**src/hdl/ptw_pkg.sv**
```systemverilog
package ptw_pkg;

    // ----------------------------------------
    // Sv32 address widths
    // ----------------------------------------

    // virtual address width
    localparam int unsigned VLEN = 32;
    // physical address width, 34 bits under Sv32
    localparam int unsigned PLEN = 34;
    // ppn width of satp and of a PTE
    localparam int unsigned PPNW = 22;
    // full virtual page number, vpn[1] and vpn[0] together
    localparam int unsigned VPNW = 20;
    // address space identifier width
    localparam int unsigned ASIDW = 9;

    // ----------------------------------------
    // PTE bit positions
    // ----------------------------------------

    // valid
    localparam int unsigned PTE_V = 0;
    // readable
    localparam int unsigned PTE_R = 1;
    // writable
    localparam int unsigned PTE_W = 2;
    // executable
    localparam int unsigned PTE_X = 3;
    // bit 4 is the user bit, the walker never looks at it
    // global mapping
    localparam int unsigned PTE_G = 5;
    // accessed, managed by software here
    localparam int unsigned PTE_A = 6;
    // dirty, also managed by software
    localparam int unsigned PTE_D = 7;

    // ----------------------------------------
    // PMP configuration
    // ----------------------------------------

    // number of pmp entries seen by the walker
    localparam int unsigned PMP_ENTRIES = 16;
    // pmpaddr holds physical address bits 33:2
    localparam int unsigned PMP_ADDRW = 32;

    // read permission inside one config byte
    localparam int unsigned PMP_R = 0;
    // two bit address matching mode starts here
    localparam int unsigned PMP_A_LSB = 3;

    // mode codes of the A field
    // na4 (2'b10) is not decoded and behaves like off
    localparam logic [1:0] PMP_OFF = 2'b00;
    localparam logic [1:0] PMP_TOR = 2'b01;
    localparam logic [1:0] PMP_NAPOT = 2'b11;

endpackage

```
**src/hdl/pmp_region_match.sv**
```systemverilog
module pmp_region_match (
    // pointer of the page-table read being checked
    input  logic [ptw_pkg::PLEN-1:0]      pptr_i,
    // pmpaddr of this entry
    input  logic [ptw_pkg::PMP_ADDRW-1:0] addr_i,
    // pmpaddr of the entry below, zero for entry 0
    input  logic [ptw_pkg::PMP_ADDRW-1:0] prev_addr_i,
    // A field of this entry's config byte
    input  logic [1:0]                    mode_i,
    output logic                          match_o
);
    import ptw_pkg::*;

    // word address, same granularity as pmpaddr
    logic [PMP_ADDRW-1:0] word_addr;
    // napot care mask, zero over the region offset bits
    logic [PMP_ADDRW-1:0] napot_mask;
    logic                 tor_hit;
    logic                 napot_hit;

    assign word_addr = pptr_i[PLEN-1:2];

    // ----------------------------------------
    // top of range
    // ----------------------------------------

    // region is [prev_addr, addr), both in words
    assign tor_hit = (word_addr >= prev_addr_i) && (word_addr < addr_i);

    // ----------------------------------------
    // naturally aligned power of two
    // ----------------------------------------

    // addr ^ (addr + 1) sets the t trailing ones plus the zero above them,
    // so the inverse keeps only the base bits of a 2^(t+3) byte region
    // t = 0 gives the 8 byte minimum, all ones gives the whole space
    assign napot_mask = ~(addr_i ^ (addr_i + 1'b1));
    assign napot_hit  = ((word_addr & napot_mask) == (addr_i & napot_mask));

    // mode select
    always_comb begin
        case (mode_i)
            PMP_OFF:   match_o = 1'b0;
            PMP_TOR:   match_o = tor_hit;
            PMP_NAPOT: match_o = napot_hit;
            // na4 is not supported
            default:   match_o = 1'b0;
        endcase
    end

endmodule

```
**src/hdl/pmp_priority_select.sv**
```systemverilog
module pmp_priority_select (
    // one match bit per pmp entry
    input  logic [ptw_pkg::PMP_ENTRIES-1:0]      match_i,
    // config byte per entry
    input  logic [ptw_pkg::PMP_ENTRIES-1:0][7:0] cfg_i,
    // read permission of the winning entry
    output logic                                 allow_o
);
    import ptw_pkg::*;

    // ----------------------------------------
    // static priority
    // ----------------------------------------

    // walker reads are S-mode loads, only the R bit matters
    // lock bit is ignored since it never applies below M-mode here
    always_comb begin
        // no matching entry means deny for S-mode
        allow_o = 1'b0;
        // scan from the top down so the lowest index is written last
        // and therefore wins
        for (int i = PMP_ENTRIES - 1; i >= 0; i--) begin
            if (match_i[i]) begin
                allow_o = cfg_i[i][PMP_R];
            end
        end
    end

endmodule

```
**src/hdl/ptw_walk_fsm.sv**
```systemverilog
module ptw_walk_fsm (
    input  logic                      clk_i,
    input  logic                      rst_ni,
    // abort the current walk
    input  logic                      flush_i,
    // miss request from the TLB
    input  logic                      tlb_miss_valid_i,
    input  logic [ptw_pkg::VLEN-1:0]  miss_vaddr_i,
    input  logic                      miss_is_instr_i,
    input  logic                      miss_is_store_i,
    input  logic [ptw_pkg::ASIDW-1:0] asid_i,
    // csr state
    input  logic [ptw_pkg::PPNW-1:0]  satp_ppn_i,
    input  logic                      mxr_i,
    // page-table memory port
    output logic                      mem_req_o,
    output logic [ptw_pkg::PLEN-1:0]  mem_addr_o,
    input  logic                      mem_gnt_i,
    input  logic                      mem_rvalid_i,
    input  logic [31:0]               mem_rdata_i,
    // pmp verdict on the current pointer
    input  logic                      pmp_allow_i,
    // status and faults
    output logic                      ptw_active_o,
    output logic                      walking_instr_o,
    output logic                      ptw_error_o,
    output logic                      access_error_o,
    output logic [ptw_pkg::PLEN-1:0]  bad_paddr_o,
    output logic                      tlb_miss_o,
    // TLB update
    output logic                      update_valid_o,
    output logic [ptw_pkg::VPNW-1:0]  update_vpn_o,
    output logic                      update_is_4m_o,
    output logic [ptw_pkg::ASIDW-1:0] update_asid_o,
    output logic [31:0]               update_pte_o
);
    import ptw_pkg::*;

    enum logic [2:0] {
        IDLE,
        WAIT_GRANT,
        PTE_LOOKUP,
        WAIT_RVALID,
        PROPAGATE_ERROR,
        PROPAGATE_ACCESS_ERROR,
        LATENCY
    } state_q, state_d;

    // two levels under Sv32, LVL1 is the root table
    enum logic {
        LVL1,
        LVL2
    } lvl_q, lvl_d;

    // control flags of the walk
    logic is_instr_q, is_instr_d;
    logic is_store_q, is_store_d;
    logic global_q, global_d;
    logic rvalid_q;

    // payload of the walk
    logic [ASIDW-1:0] asid_q, asid_d;
    logic [VLEN-1:0]  vaddr_q, vaddr_d;
    // word aligned pointer to the PTE being read
    logic [PLEN-1:0]  pptr_q, pptr_d;
    // registered read data
    logic [31:0]      pte_q;

    // decode of pte_q
    logic pte_invalid;
    logic pte_leaf;
    logic leaf_ok;
    logic misaligned;

    // ----------------------------------------
    // outputs
    // ----------------------------------------

    assign mem_req_o       = (state_q == WAIT_GRANT);
    assign mem_addr_o      = pptr_q;
    assign ptw_active_o    = (state_q != IDLE);
    assign walking_instr_o = is_instr_q;
    // faulting address only while the access fault is shown
    assign bad_paddr_o     = access_error_o ? pptr_q : '0;

    assign update_vpn_o   = vaddr_q[VLEN-1:12];
    assign update_is_4m_o = (lvl_q == LVL1);
    assign update_asid_o  = asid_q;
    // G from any earlier level is folded into the stored leaf
    assign update_pte_o   = pte_q | (32'(global_q) << PTE_G);

    // ----------------------------------------
    // PTE rule checks
    // ----------------------------------------

    // not valid, or write without read
    assign pte_invalid = !pte_q[PTE_V] || (!pte_q[PTE_R] && pte_q[PTE_W]);
    // R or X marks a leaf, otherwise a pointer
    assign pte_leaf    = pte_q[PTE_R] || pte_q[PTE_X];
    // 4M leaf needs ppn[0] clear
    assign misaligned  = (lvl_q == LVL1) && (pte_q[19:10] != '0);

    always_comb begin
        if (is_instr_q) begin
            // fetch needs execute and accessed
            leaf_ok = pte_q[PTE_X] && pte_q[PTE_A];
        end else begin
            // loads read R, or X when mxr is set
            leaf_ok = pte_q[PTE_A] && (pte_q[PTE_R] || (pte_q[PTE_X] && mxr_i));
            // stores also need W and a dirty page
            if (is_store_q && (!pte_q[PTE_W] || !pte_q[PTE_D])) begin
                leaf_ok = 1'b0;
            end
        end
    end

    // ----------------------------------------
    // walk FSM
    // ----------------------------------------

    always_comb begin
        state_d        = state_q;
        lvl_d          = lvl_q;
        is_instr_d     = is_instr_q;
        is_store_d     = is_store_q;
        global_d       = global_q;
        asid_d         = asid_q;
        vaddr_d        = vaddr_q;
        pptr_d         = pptr_q;
        ptw_error_o    = 1'b0;
        access_error_o = 1'b0;
        update_valid_o = 1'b0;
        tlb_miss_o     = 1'b0;

        case (state_q)
            IDLE: begin
                lvl_d      = LVL1;
                global_d   = 1'b0;
                is_instr_d = 1'b0;
                if (tlb_miss_valid_i) begin
                    // root pointer is satp.ppn * 4K + vpn[1] * 4
                    pptr_d     = {satp_ppn_i, miss_vaddr_i[VLEN-1:22], 2'b00};
                    vaddr_d    = miss_vaddr_i;
                    asid_d     = asid_i;
                    is_instr_d = miss_is_instr_i;
                    is_store_d = miss_is_store_i;
                    tlb_miss_o = 1'b1;
                    state_d    = WAIT_GRANT;
                end
            end

            // request held until granted
            WAIT_GRANT: begin
                if (mem_gnt_i) begin
                    state_d = PTE_LOOKUP;
                end
            end

            PTE_LOOKUP: begin
                if (rvalid_q) begin
                    if (pte_q[PTE_G]) begin
                        global_d = 1'b1;
                    end
                    if (pte_invalid) begin
                        state_d = PROPAGATE_ERROR;
                    end else if (pte_leaf) begin
                        if (leaf_ok && !misaligned) begin
                            update_valid_o = 1'b1;
                            state_d        = LATENCY;
                        end else begin
                            state_d = PROPAGATE_ERROR;
                        end
                    end else if (lvl_q == LVL1) begin
                        // pointer, next table at pte.ppn * 4K + vpn[0] * 4
                        lvl_d   = LVL2;
                        pptr_d  = {pte_q[31:10], vaddr_q[21:12], 2'b00};
                        state_d = WAIT_GRANT;
                    end else begin
                        // pointer at the last level
                        state_d = PROPAGATE_ERROR;
                    end
                    // pmp deny beats every other outcome
                    if (!pmp_allow_i) begin
                        update_valid_o = 1'b0;
                        pptr_d         = pptr_q;
                        state_d        = PROPAGATE_ACCESS_ERROR;
                    end
                end
            end

            PROPAGATE_ERROR: begin
                ptw_error_o = 1'b1;
                state_d     = LATENCY;
            end

            PROPAGATE_ACCESS_ERROR: begin
                access_error_o = 1'b1;
                state_d        = LATENCY;
            end

            // drain the response owed after a flush
            WAIT_RVALID: begin
                if (rvalid_q) begin
                    state_d = IDLE;
                end
            end

            LATENCY: state_d = IDLE;

            default: state_d = IDLE;
        endcase

        // flush, but never leave a read response behind
        if (flush_i) begin
            if (((state_q inside {PTE_LOOKUP, WAIT_RVALID}) && !rvalid_q) ||
                ((state_q == WAIT_GRANT) && mem_gnt_i)) begin
                state_d = WAIT_RVALID;
            end else begin
                state_d = LATENCY;
            end
        end
    end

    // ----------------------------------------
    // registers
    // ----------------------------------------

    always_ff @(posedge clk_i or negedge rst_ni) begin
        if (!rst_ni) begin
            state_q    <= IDLE;
            lvl_q      <= LVL1;
            is_instr_q <= 1'b0;
            is_store_q <= 1'b0;
            global_q   <= 1'b0;
            rvalid_q   <= 1'b0;
        end else begin
            state_q    <= state_d;
            lvl_q      <= lvl_d;
            is_instr_q <= is_instr_d;
            is_store_q <= is_store_d;
            global_q   <= global_d;
            rvalid_q   <= mem_rvalid_i;
        end
    end

    always_ff @(posedge clk_i) begin
        asid_q  <= asid_d;
        vaddr_q <= vaddr_d;
        pptr_q  <= pptr_d;
        // sample read data with its valid
        if (mem_rvalid_i) begin
            pte_q <= mem_rdata_i;
        end
    end

endmodule

```
**src/hdl/sv32_ptw.sv**
```systemverilog
module sv32_ptw (
    input  logic                                            clk_i,
    input  logic                                            rst_ni,
    input  logic                                            flush_i,
    // miss request
    input  logic                                            tlb_miss_valid_i,
    input  logic [ptw_pkg::VLEN-1:0]                        miss_vaddr_i,
    input  logic                                            miss_is_instr_i,
    input  logic                                            miss_is_store_i,
    input  logic [ptw_pkg::ASIDW-1:0]                       asid_i,
    // csr state
    input  logic [ptw_pkg::PPNW-1:0]                        satp_ppn_i,
    input  logic                                            mxr_i,
    input  logic [ptw_pkg::PMP_ENTRIES-1:0][7:0]            pmpcfg_i,
    input  logic [ptw_pkg::PMP_ENTRIES-1:0][ptw_pkg::PMP_ADDRW-1:0] pmpaddr_i,
    // page-table memory port
    output logic                                            mem_req_o,
    output logic [ptw_pkg::PLEN-1:0]                        mem_addr_o,
    input  logic                                            mem_gnt_i,
    input  logic                                            mem_rvalid_i,
    input  logic [31:0]                                     mem_rdata_i,
    // status and faults
    output logic                                            ptw_active_o,
    output logic                                            walking_instr_o,
    output logic                                            ptw_error_o,
    output logic                                            access_error_o,
    output logic [ptw_pkg::PLEN-1:0]                        bad_paddr_o,
    output logic                                            tlb_miss_o,
    // TLB update
    output logic                                            update_valid_o,
    output logic [ptw_pkg::VPNW-1:0]                        update_vpn_o,
    output logic                                            update_is_4m_o,
    output logic [ptw_pkg::ASIDW-1:0]                       update_asid_o,
    output logic [31:0]                                     update_pte_o
);
    import ptw_pkg::*;

    logic [PMP_ENTRIES-1:0]                pmp_match;
    logic [PMP_ENTRIES-1:0][PMP_ADDRW-1:0] pmp_prev_addr;
    logic                                  pmp_allow;

    ptw_walk_fsm u_walk (
        .clk_i            (clk_i),
        .rst_ni           (rst_ni),
        .flush_i          (flush_i),
        .tlb_miss_valid_i (tlb_miss_valid_i),
        .miss_vaddr_i     (miss_vaddr_i),
        .miss_is_instr_i  (miss_is_instr_i),
        .miss_is_store_i  (miss_is_store_i),
        .asid_i           (asid_i),
        .satp_ppn_i       (satp_ppn_i),
        .mxr_i            (mxr_i),
        .mem_req_o        (mem_req_o),
        .mem_addr_o       (mem_addr_o),
        .mem_gnt_i        (mem_gnt_i),
        .mem_rvalid_i     (mem_rvalid_i),
        .mem_rdata_i      (mem_rdata_i),
        .pmp_allow_i      (pmp_allow),
        .ptw_active_o     (ptw_active_o),
        .walking_instr_o  (walking_instr_o),
        .ptw_error_o      (ptw_error_o),
        .access_error_o   (access_error_o),
        .bad_paddr_o      (bad_paddr_o),
        .tlb_miss_o       (tlb_miss_o),
        .update_valid_o   (update_valid_o),
        .update_vpn_o     (update_vpn_o),
        .update_is_4m_o   (update_is_4m_o),
        .update_asid_o    (update_asid_o),
        .update_pte_o     (update_pte_o)
    );

    // ----------------------------------------
    // pmp matchers, one per entry
    // ----------------------------------------

    for (genvar i = 0; i < PMP_ENTRIES; i++) begin : g_pmp
        // tor lower bound comes from the entry below
        if (i == 0) begin : g_first
            assign pmp_prev_addr[i] = '0;
        end else begin : g_rest
            assign pmp_prev_addr[i] = pmpaddr_i[i-1];
        end

        // the pointer register is checked as it goes out on the bus
        pmp_region_match u_match (
            .pptr_i      (mem_addr_o),
            .addr_i      (pmpaddr_i[i]),
            .prev_addr_i (pmp_prev_addr[i]),
            .mode_i      (pmpcfg_i[i][PMP_A_LSB +: 2]),
            .match_o     (pmp_match[i])
        );
    end

    pmp_priority_select u_select (
        .match_i (pmp_match),
        .cfg_i   (pmpcfg_i),
        .allow_o (pmp_allow)
    );

endmodule

```
**config.mk**
```make
export PLATFORM = sky130hd
export DESIGN_NAME = sv32_ptw
export DESIGN_NICKNAME = d
export VERILOG_FILES = /design/src/hdl/ptw_pkg.sv /design/src/hdl/pmp_region_match.sv /design/src/hdl/pmp_priority_select.sv /design/src/hdl/ptw_walk_fsm.sv /design/src/hdl/sv32_ptw.sv
export SDC_FILE = /design/constraint.sdc
export NUM_CORES = 1
export LEC_CHECK = 0
export ABC_AREA = 1
export BUFFER_PORTS_ARGS = -buffer_cell sky130_fd_sc_hd__buf_2
export CORE_AREA = 2 2 344 346
export CTS_CLUSTER_SIZE = 8
export DETAILED_ROUTE_END_ITERATION = 6
export DIE_AREA = 0 0 346 348
export PLACE_DENSITY_LB_ADDON = 0.15
export REMOVE_ABC_BUFFERS = 1
export SLEW_MARGIN = 15
export SYNTH_ARGS = -nofsm -noshare
export SYNTH_HDL_FRONTEND = slang
export SYNTH_SLANG_ARGS = --single-unit
```
**constraint.sdc**
```tcl
create_clock -name clk_i -period 5.4 [get_ports clk_i]
set_clock_uncertainty 0.15 [all_clocks]
set_input_delay 0.54 -clock clk_i [delete_from_list [all_inputs] [get_ports clk_i]]
set_output_delay 0.54 -clock clk_i [all_outputs]
set_load 0.03 [all_outputs]
```
Yosys cells after proc, flatten, opt, wreduce, memory -nomap -nowiden
Index checks and enable logic that the tools add are counted.
- input bits: 744
- logic and storage cells: 307
- bits in registers: 115
- bitwise gates (word level): 66
- $add $sub $neg: 16
- reduce and logical (&&, ||, !) cells: 47
- equality and inequality tests: 64
- order comparisons: 32
- multiplexer cells: 72
- operators with widths (cell ; count):
    AND 32 bit ; 32
    adder 32 x 1 -> 32 bit, second input constant ; 16
    equality test 32 bit ; 16
    less-than comparator 32 bit ; 16
    inverter 32 bit ; 16
    XOR 32 bit ; 16
    greater-or-equal comparator 32 bit ; 15
    2-to-1 mux 34 bit ; 7
    one-hot mux 34 bit (2 select lines) ; 1
    one-hot mux 1 bit (2 select lines) ; 18
    2-to-1 mux 1 bit ; 34
    equality test 2 x 1 -> 1 bit, second input constant ; 16
    equality test 2 bit, second input constant ; 16
    greater-or-equal comparator 32 x 1 -> 1 bit, second input constant ; 1
    bitwise OR 32 x 6 -> 32 bit ; 1
    2-to-1 mux 3 bit ; 10
    logical AND 1 bit ; 25
    one-hot mux 3 bit (5 select lines) ; 1
    nonzero test 10 bit ; 1
    inequality test 3 x 2 -> 1 bit, second input constant ; 3
    inequality test 2 bit, second input constant ; 4
    AND reduction 4 bit ; 2
    AND reduction 7 bit ; 1
    equality test 3 x 2 -> 1 bit, second input constant ; 2
    14 further kinds ; 27

Logic depth before layout (Yosys ltp)
Gate-level depths: netlist (run 1).
- depth after elaboration: 26
- depth in mapped cells: 52
- depth with buffers taken out: 52

Cells and area by module
Synthesis (run 1) repeated with hierarchy kept, for this count alone.
- cell total of the unflattened synthesis: 9420
- area total of the unflattened synthesis: 58526.1 µm²
- modules (own cells, without submodules) (module ; area an instance (µm²) ; cells each ; instances):
    pmp_region_match (g_pmp[0].u_match ...) ; 3378.2 ; 561 ; 15
    ptw_walk_fsm ; 4310.4 ; 398 ; 1
    pmp_region_match (g_pmp[3].u_match) ; 3333.2 ; 559 ; 1
    pmp_priority_select ; 205.2 ; 47 ; 1
    sv32_ptw ; 3.8 ; 1 ; 1

Worst setup path before layout (run 1)
OpenSTA, ideal clock, no wires.
- path kind: input port to flip-flop
- from: input pmpaddr_i[448] (netlist bit)
- to: register u_walk.pptr_q[10], in the netlist u_walk.mem_addr_o[10] (enable)
- cell stages on the path: 48
- setup slack: -1.496 ns
- data arrival time: 6.315 ns
- library setup time: 0.432 ns
- cell sequence: nand3_2 > nor2_1 > inv_2 > nor2_2 > nand3_2 > nor2_4 > nand4_2 > nor2_2 > nand4_2 > nor2_2 > nand4_1 > nor2_2 > nand2_1 > nor2_2 > nand2_2 > nor2_4 > nand3_1 > or4_1 > [... 12 more ...] > nand2_1 > nand2_1 > nand3_1 > nand3_1 > nand3_1 > nand3_1 > nand2_1 > nand2_1 > nand2_1 > nand3_1 > nand3_1 > nand2_1 > nand2_1 > nand2_1 > nand2_1 > inv_1 > nand2_1 > a21oi_1
- cells in the longest elaborated chain, start to end: 23
- ends and longest elaborated chain (what ; line ; RTL):
    from (decl) ; sv32_ptw.sv:15 ; input logic [ptw_pkg::PMP_ENTRIES-1:0][ptw_pkg::PMP_ADDRW-1:0] pmpaddr_i,
    adder 32 x 1 -> 32 bit ; pmp_region_match.sv:37 ; assign napot_mask = ~(addr_i ^ (addr_i + 1'b1));
    XOR 32 bit ; pmp_region_match.sv:37 ;
    inverter 32 bit ; pmp_region_match.sv:37 ;
    AND 32 bit ; pmp_region_match.sv:38 ; assign napot_hit = ((word_addr & napot_mask) == (addr_i & napot_mask));
    equality test 32 bit ; pmp_region_match.sv:38 ;
    one-hot mux 1 bit (2 select lines) ; pmp_region_match.sv:42 ; case (mode_i)
    2-to-1 mux 1 bit (*) (15 in series) ; pmp_priority_select.sv:23 ; if (match_i[i]) begin
    inequality test 2 x 1 -> 1 bit (no source line) (*) ; - ;
    AND reduction 7 bit (no source line) (*) ; - ;
    to (signal assigned) ; ptw_walk_fsm.sv:249 ; pptr_q <= pptr_d;
    to (decl) ; ptw_walk_fsm.sv:65 ; logic [PLEN-1:0] pptr_q, pptr_d;
Every way passes the cells marked *; elsewhere a longest branch is shown, timed or not.
A chain may end at the register's enable or synchronous reset.

Final worst setup path (run 1)
- from: input pmpaddr_i[450] (netlist bit)
- to: output update_valid_o
- cells in the longest elaborated chain, start to end: 24
- ends and longest elaborated chain (what ; line ; RTL):
    adder 32 x 1 -> 32 bit ; pmp_region_match.sv:37 ;
    XOR 32 bit ; pmp_region_match.sv:37 ;
    inverter 32 bit ; pmp_region_match.sv:37 ;
    AND 32 bit ; pmp_region_match.sv:38 ;
    equality test 32 bit ; pmp_region_match.sv:38 ;
    one-hot mux 1 bit (2 select lines) ; pmp_region_match.sv:42 ;
    2-to-1 mux 1 bit (*) (15 in series) ; pmp_priority_select.sv:23 ;
    2-to-1 mux 1 bit (*) ; ptw_walk_fsm.sv:183 ; if (!pmp_allow_i) begin
    2-to-1 mux 1 bit (*) ; ptw_walk_fsm.sv:160 ; if (rvalid_q) begin
    2-to-1 mux 1 bit (*) ; ptw_walk_fsm.sv:135 ; case (state_q)
    to (decl) ; sv32_ptw.sv:30 ; output logic update_valid_o,
Marks and branches as above.

==> out/qor_table.md, run 1 <==
| Metric | Value | Unit |
| --- | --- | --- |
| Post-detailed-route wirelength per cell | 21.86 | um |
| Outcome | finished with violations | - |
| Final weighted congestion in routability-driven placement | 1.020 | - |
| Switching share of total power | 53.98 | % |
| Largest family of logic cells by synthesized area | adder cells | - |
| Adder and majority gate portion of the synthesized area | 31.15 | % |
| Per-cell via count in the routed design | 5.200 | - |
| Number of failing hold endpoints at the final stage | 0 | - |
| Clock latency on the worst-skew pair | 0.36 | ns |
| CORE AREA | 117000 | um^2 |
| Number of top-level pins | 881 | - |
| Number of warning messages in the yosys log | 0 | - |
| Max stage delay on crit path | 0.28 | ns |
| Most used cell, CP | sky130_fd_sc_hd__buf_4 | - |
| Share of the synthesized area in compound gates (AO/OA/AOI/OAI) | 14.17 | % |
| Buffer cell driving the clock tree root | sky130_fd_sc_hd__clkbuf_16 | - |
| Most common cell after layout, fill and taps aside | sky130_fd_sc_hd__nand2_1 | - |
| Type of destination of the critical path | primary output | - |
| Number of levels the H-tree was split into | 3 | - |
| Gate power share | 78.1 | % |
| Clock transition time at the flip-flop clock pins of the worst setup and hold paths | 0.08 | ns |
| Number of setup violations in the final report | 36 | - |
| Slowest stage cell on the critical path | sky130_fd_sc_hd__ha_1 | - |
| Type of the most critical hold path | in -> reg | - |
| Pre-antenna DRT Iters | 5 | - |
| Multiplexer share of the synthesized area | 0 | % |
| Total length of routed wires | 212.6 | mm |
| Sequential standard cell area | 2993 | um^2 |
| Share of cells above drive strength 1 | 26.72 | % |
| Number of global-route vias before repair | 46590 | - |
| Arrival time reported for the critical path endpoint | 5.99 | ns |
| Slew Viols, Final | 0 | - |
| Net load switching power | 4.318 | mW |
| CP Buf/Inv Count | 23 | - |
| Internal power consumption | 3.681 | mW |
| Power per cell area | 142.0 | nW/um^2 |
| First-pass GRT wire length | 300.3 | mm |
| Highest achievable clock rate | 149.7 | MHz |
| Pin count of the biggest net entering global routing | 39 | - |
| Synth Area in XOR/XNOR | 7.212 | % |
| Total CTS buffers | 9 | - |
| DR vias | 50580 | - |
| Longest Clk Path Bufs | 2 | - |
| Area used by multi-input combinational logic | 33830 | um^2 |
| Starting density of the core | 34.78 | % |
| Final cell utilization of the core | 48.15 | % |
| Hold slack final | 0.1931 | ns |
| DR DRC count | 0 | - |
| Height of the die | 348 | um |
| Slew of the pin with the lowest slew margin | 1.161 | ns |
| Area enclosed by the die boundary | 120400 | um^2 |
| Antenna violations before repair | 85 | - |
| Final worst-path setup slack | -1.280 | ns |
| Clock tree from TritonCTS | yes | - |
| Clock Sink Count | 101 | - |
| Period utilization | 123.7 | % |
| CP delay by family, top | buffers and inverters | - |
| Min Tclk post-route | 6.680 | ns |
| Yosys reg bits | 101 | - |
| Standard-cell rows | 126 | - |
| Worst setup path class | in -> out | - |
| Most frequent cells in the layout | sky130_fd_sc_hd__nand2_1, sky130_fd_sc_hd__buf_4, sky130_fd_sc_hd__inv_1, sky130_fd_sc_hd__ha_1, sky130_fd_sc_hd__buf_2 | - |
| Leak Pwr | 29.54 | nW |
| Violations in the final reports | setup timing | - |
| Number of filler instances in the final layout | 12200 | - |
| Simple-gate area share of the yosys netlist | 28.99 | % |
| Synthesized area | 40680 | um^2 |
| Estimated wirelength of the detail-placed design | 179.9 | mm |
| Die X | 346 | um |
| Post-Syn Instances | 6291 | - |
| Max-cap violations | 0 | - |
| Worst voltage drop across the vdd grid | 373.6 | uV |
| Number of enable flip-flop cells after synthesis | 93 | - |
| Number of different library cells in the post-synthesis netlist | 61 | - |
| Async SR Flop Fraction | 7.921 | % |
| Port buffer count | 784 | - |
| Share of power burned in the clock network | 8.0 | % |
| Total grt overflow | 0 | - |
| Relative max-transition margin | 22.49 | % |
| Dominant register cell in the synthesized netlist | sky130_fd_sc_hd__edfxtp_1 | - |
| Top fanout value on the critical path | 2 | - |
| Total routing resource utilization after global routing | 33.93 | % |
| Share of total power in sequential cells | 13.8 | % |
| Required time at the worst-slack endpoint | 4.71 | ns |
| Residual antenna-violating net count after detailed routing | 0 | - |
| Post-synthesis sequential area ratio | 7.356 | % |
| Number of nets in the final layout | 9898 | - |
| Unrepaired setup endpoints after global routing | yes | - |
| P&R area growth vs syn | 38.45 | % |
| Launching element type of the critical path | primary input | - |
| DRC marker count from the first detailed-route iteration | 3827 | - |
| # placed instances | 9604 | - |
| Post-synthesis area per instance | 6.467 | um^2 |
| Count of non-filler cells in the finished layout | 9726 | - |
cell usage after synthesis (4+ instances only):
cell | n | share of area, %
sky130_fd_sc_hd__nand3b_1 | 24 | 0.44
sky130_fd_sc_hd__nor4b_1 | 6 | 0.13
sky130_fd_sc_hd__nor3_2 | 4 | 0.098
sky130_fd_sc_hd__inv_2 | 10 | 0.092
sky130_fd_sc_hd__xnor2_1 | 226 | 4.9
sky130_fd_sc_hd__clkinv_1 | 9 | 0.083
sky130_fd_sc_hd__nand3_1 | 311 | 3.8
sky130_fd_sc_hd__o21a_1 | 30 | 0.55
sky130_fd_sc_hd__nor2_1 | 391 | 3.6
sky130_fd_sc_hd__edfxtp_1 | 93 | 6.9
sky130_fd_sc_hd__clkbuf_1 | 43 | 0.40
sky130_fd_sc_hd__nand2_2 | 5 | 0.077
sky130_fd_sc_hd__o211ai_1 | 15 | 0.28
sky130_fd_sc_hd__a221oi_1 | 6 | 0.13
sky130_fd_sc_hd__nor2_2 | 15 | 0.23
sky130_fd_sc_hd__ha_1 | 1013 | 31
sky130_fd_sc_hd__nor2_4 | 15 | 0.42
sky130_fd_sc_hd__a31o_2 | 4 | 0.086
sky130_fd_sc_hd__o221ai_1 | 8 | 0.17
sky130_fd_sc_hd__a211oi_1 | 8 | 0.15
sky130_fd_sc_hd__a21oi_1 | 568 | 7.0
sky130_fd_sc_hd__xor2_1 | 109 | 2.3
sky130_fd_sc_hd__nand2_1 | 1262 | 12
sky130_fd_sc_hd__buf_2 | 15 | 0.18
sky130_fd_sc_hd__nor3_1 | 125 | 1.5
sky130_fd_sc_hd__or4_1 | 22 | 0.41
sky130_fd_sc_hd__inv_1 | 1051 | 9.7
sky130_fd_sc_hd__buf_4 | 35 | 0.65
sky130_fd_sc_hd__nand4_1 | 228 | 3.5
sky130_fd_sc_hd__a21o_1 | 4 | 0.074
sky130_fd_sc_hd__nand3_2 | 9 | 0.22
sky130_fd_sc_hd__dfrtp_1 | 8 | 0.49
sky130_fd_sc_hd__or3_1 | 11 | 0.17
sky130_fd_sc_hd__o21ai_0 | 396 | 4.9
sky130_fd_sc_hd__nor4_1 | 103 | 1.6
sky130_fd_sc_hd__o2111ai_1 | 11 | 0.24
sky130_fd_sc_hd__or2_2 | 51 | 0.78
sky130_fd_sc_hd__o22ai_1 | 7 | 0.11
state kept, by name (all words and copies together) (netlist names):
register	flops
u_walk.mem_addr_o	32
u_walk.pte_q	32
u_walk.vaddr_q	20
u_walk.update_asid_o	9
u_walk.state_q	3
u_walk.global_q	1
u_walk.is_store_q	1
u_walk.lvl_q	1
u_walk.rvalid_q	1
u_walk.walking_instr_o	1
worst reg2reg max path: cells and delay by family (launching register included):
kind / cells / cell delay (ns)
simple gates: 10 / 1.55
flops: 1 / 0.42
compound gates: 4 / 0.53
xor+xnor: 1 / 0.08
buf+inv: 8 / 2.06
power by group through the flow:
stage                     clock, mW  sequential (mW)  combinational [mW]
after CTS                     0.655             1.11                6.18
final                         0.640             1.11                6.25
after global placement            0             1.12                5.96
after detailed placement          0             1.12                6.06
after global routing          0.683             1.11                6.86
after floorplan                   0             1.36                2.85
repair_timing:
action,in CTS,in global routing
endpoints found under the setup margin,36,36
gates resized for setup,47,112
gates cloned,3,0
hold buffers,1,0
endpoints found under the hold margin,8,0
pin swaps,31,64
buffers inserted,51,14
path summary, 6_finish.rpt:
kind	from	to	slack, ns	cells after the start
setup / recovery	pmpaddr_i[450]	update_valid_o	-1.28	52
hold / removal	mem_rdata_i[17]	u_walk.pte_q[17]	0.19	1
setup reg to reg	u_walk.mem_addr_o[9]	u_walk.mem_addr_o[31]	0.39	23
hold reg to reg	u_walk.global_q	u_walk.global_q	0.39	1
max in group asynchronous	rst_ni	u_walk.rvalid_q	4.49	2
min in group asynchronous	rst_ni	u_walk.is_store_q	0.41	2
logic make-up (layout without fill, tap and decap cells):
| family | count (synthesis) | in the layout |
|---|---|---|
| adders and majority gates | 1013 | 1013 |
| buffers and inverters | 1164 | 3016 |
| AOI/OAI and AO/OA | 1083 | 1083 |
| and+or+nand+nor | 2594 | 2594 |
| xor gates and xnor gates | 335 | 335 |
| DFF | 101 | 101 |
| other | 1 | 48 |
metal layers:
layer	track usage (%)	share of wire [%]
met1	43.26	42
met2	56.20	45
met5	0	0.14
met4	16.00	5.4
met3	4.940	7.6
layout make-up:
type                    instances  share of cell area, %
clock inverters                 7                 0.1177
multi-input cells            5029                  60.05
diodes                         44                 0.1955
inverters                    1070                  7.139
flip-flops and latches        101                  5.313
clock buffers                   9                 0.3998
repair buffers               1930                  23.37
well taps                    1536                  3.412
through the flow:
step | instance area (um^2) | TNS [ns] | setup WS (ns) | power [mW]
floorplan | 40190 | -49.33 | -1.527 | 4.213
global placement | 54700 | -54.39 | -1.716 | 7.080
detailed placement | 54700 | -55.60 | -1.721 | 7.179
CTS | 55660 | -30.59 | -1.211 | 7.939
global route | 56280 | -39.98 | -1.511 | 8.660
finish | 56330 | -32.40 | -1.280 | 7.999
Power figures use the tool's default switching activity.
==> run 2, diff against run 1 <==
--- a/config.mk
+++ b/config.mk
@@ -6,7 +6,7 @@
 export NUM_CORES = 1
 export LEC_CHECK = 0
 export ABC_AREA = 1
-export BUFFER_PORTS_ARGS = -buffer_cell sky130_fd_sc_hd__buf_2
+export BUFFER_PORTS_ARGS = -buffer_cell sky130_fd_sc_hd__buf_4
 export CORE_AREA = 2 2 344 346
 export CTS_CLUSTER_SIZE = 8
 export DETAILED_ROUTE_END_ITERATION = 6
==> run 2 against run 1 <==
The flow finishes with violations (DRC, setup timing). Cell area increased by 2.7%. Flip-flop and latch count unchanged. Non-clock buffer count is 47 lower. Highest routed layer unchanged.
==> out/qor_table.md, run 2 (synthesized netlist as in run 1, its figures left out) <==
| Metric | Value | Unit |
| --- | --- | --- |
| Outcome | finished with violations | - |
| Violations in the final reports | DRC, setup timing | - |
| DRC marker count from the first detailed-route iteration | 3809 | - |
| Per-cell via count in the routed design | 5.209 | - |
| Longest Clk Path Bufs | 2 | - |
| Estimated wirelength of the detail-placed design | 180.5 | mm |
| Number of levels the H-tree was split into | 3 | - |
| Relative max-transition margin | 29.18 | % |
| CP delay by family, top | simple AND/OR/NAND/NOR gates | - |
| CORE AREA | 117000 | um^2 |
| Final worst-path setup slack | -1.020 | ns |
| Number of nets in the final layout | 9851 | - |
| Type of the most critical hold path | in -> reg | - |
| Slew Viols, Final | 0 | - |
| Buffer cell driving the clock tree root | sky130_fd_sc_hd__clkbuf_16 | - |
| Total routing resource utilization after global routing | 34.05 | % |
| Clock tree from TritonCTS | yes | - |
| P&R area growth vs syn | 42.20 | % |
| Slew of the pin with the lowest slew margin | 1.060 | ns |
| Most common cell after layout, fill and taps aside | sky130_fd_sc_hd__buf_4 | - |
| Residual antenna-violating net count after detailed routing | 0 | - |
| Pin count of the biggest net entering global routing | 39 | - |
| Worst setup timing slack at the placement stage | -1.720 | ns |
| Required time at the worst-slack endpoint | 4.71 | ns |
| First-pass GRT wire length | 302.0 | mm |
| Hold slack final | 0.1944 | ns |
| DR vias | 50330 | - |
| Die X | 346 | um |
| Period utilization | 118.9 | % |
| Height of the die | 348 | um |
| Launching element type of the critical path | primary input | - |
| Antenna violations before repair | 52 | - |
| Max-cap violations | 0 | - |
| Clock transition time at the flip-flop clock pins of the worst setup and hold paths | 0.07 | ns |
| Number of filler instances in the final layout | 11980 | - |
| Number of global-route vias before repair | 46770 | - |
| Number of failing hold endpoints at the final stage | 0 | - |
| Final weighted congestion in routability-driven placement | 1.030 | - |
| Starting density of the core | 34.78 | % |
| Most frequent cells in the layout | sky130_fd_sc_hd__buf_4, sky130_fd_sc_hd__nand2_1, sky130_fd_sc_hd__inv_1, sky130_fd_sc_hd__ha_1, sky130_fd_sc_hd__a21oi_1 | - |
| Max stage delay on crit path | 0.48 | ns |
| Total CTS buffers | 9 | - |
| Number of top-level pins | 881 | - |
| CP Buf/Inv Count | 8 | - |
| Top fanout value on the critical path | 3 | - |
| Type of destination of the critical path | primary output | - |
| Clock latency on the worst-skew pair | 0.37 | ns |
| Worst setup path class | in -> out | - |
| Standard-cell rows | 126 | - |
| Port buffer count | 784 | - |
| Final cell area excluding filler cells | 57850 | um^2 |
| Total length of routed wires | 213.3 | mm |
| Most used cell, CP | sky130_fd_sc_hd__nand2_4 | - |
| Min Tclk post-route | 6.420 | ns |
| Number of setup violations in the final report | 36 | - |
| Area enclosed by the die boundary | 120400 | um^2 |
| Arrival time reported for the critical path endpoint | 5.73 | ns |
| Total grt overflow | 0 | - |
| Share of cells above drive strength 1 | 26.16 | % |
| Worst voltage drop across the vdd grid | 365.3 | uV |
| Post-detailed-route wirelength per cell | 22.08 | um |
| Unrepaired setup endpoints after global routing | yes | - |
| Clock Sink Count | 101 | - |
| Leak Pwr | 29.99 | nW |
| Power per cell area | 142.5 | nW/um^2 |
| Highest achievable clock rate | 155.8 | MHz |
| Area of placed instances | 56440 | um^2 |
| DR DRC count | 1 | - |
| Pre-antenna DRT Iters | 7 | - |
| Slowest stage cell on the critical path | sky130_fd_sc_hd__or4_1 | - |
-- run 2: cell types whose count changed in the layout (fill, tap and decap cells not counted), sizes merged --
cell      delta
buf         -47
clkinv       -1
clkinvlp     -1
diode       -18
inv          +2
-- run 2: timing repair --
item / in CTS / in global routing
setup endpoints to repair: 36 / 36
buffers inserted: 17 / 23
pin swaps: 33 / 73
hold buffers: 1 / 0
endpoints found under the hold margin: 8 / 0
gates cloned: 3 / 0
gates resized for setup: 56 / 104
-- run 2: metrics by stage --
stage	util (%)	std cells	setup TNS [ns]	power, mW
2_1_floorplan	-	6200	-49.33	4.213
3_3_place_gp	48.25	9578	-54.40	7.276
3_5_place_dp	48.25	9578	-56.93	7.384
4_1_cts	48.88	9614	-31.37	8.168
5_1_grt	49.44	9652	-41.09	8.905
6_report	49.46	9661	-25.89	8.244
-- run 2: worst paths after layout --
check | depth (start not counted) | slack [ns] | endpoint | startpoint
max in group asynchronous | 2 | 4.58 | u_walk.state_q[1] | rst_ni
max | 39 | -1.02 | update_valid_o | pmpaddr_i[162]
min | 1 | 0.19 | u_walk.update_asid_o[6] | asid_i[6]
min reg2reg | 1 | 0.38 | u_walk.global_q | u_walk.global_q
max reg2reg | 30 | 0.03 | u_walk.state_q[2] | u_walk.mem_addr_o[11]
min in group asynchronous | 2 | 0.38 | u_walk.is_store_q | rst_ni
-- run 2: per-layer routing --
layer | track usage [%] | vias to the layer above | routed length (um)
met3 | 5.329 | 357 | 17240
li1 | - | 25050 | -
met1 | 43.88 | 23040 | 90330
met4 | 13.54 | 38 | 9777
met2 | 56.67 | 1847 | 95730
met5 | 0 | - | 239
-- run 2: layout make-up --
| cell class | instances | area [um^2] | share of cell area [%] |
|---|---|---|---|
| antenna | 26 | 65.06 | 0.1125 |
| clock buffer | 9 | 225.2 | 0.3893 |
| clock inverter | 7 | 67.56 | 0.1168 |
| inverter | 1070 | 4019 | 6.947 |
| multi-input combinational | 5029 | 33800 | 58.43 |
| sequential | 101 | 2993 | 5.173 |
| tap | 1536 | 1922 | 3.322 |
| timing repair buffer | 1883 | 14760 | 25.51 |
-- run 2: report_power, final --
group	total, mW	internal (mW)	switching (mW)
combinational	6.49	2.56	3.94
clock	0.641	0.324	0.317
sequential	1.11	1.01	0.104
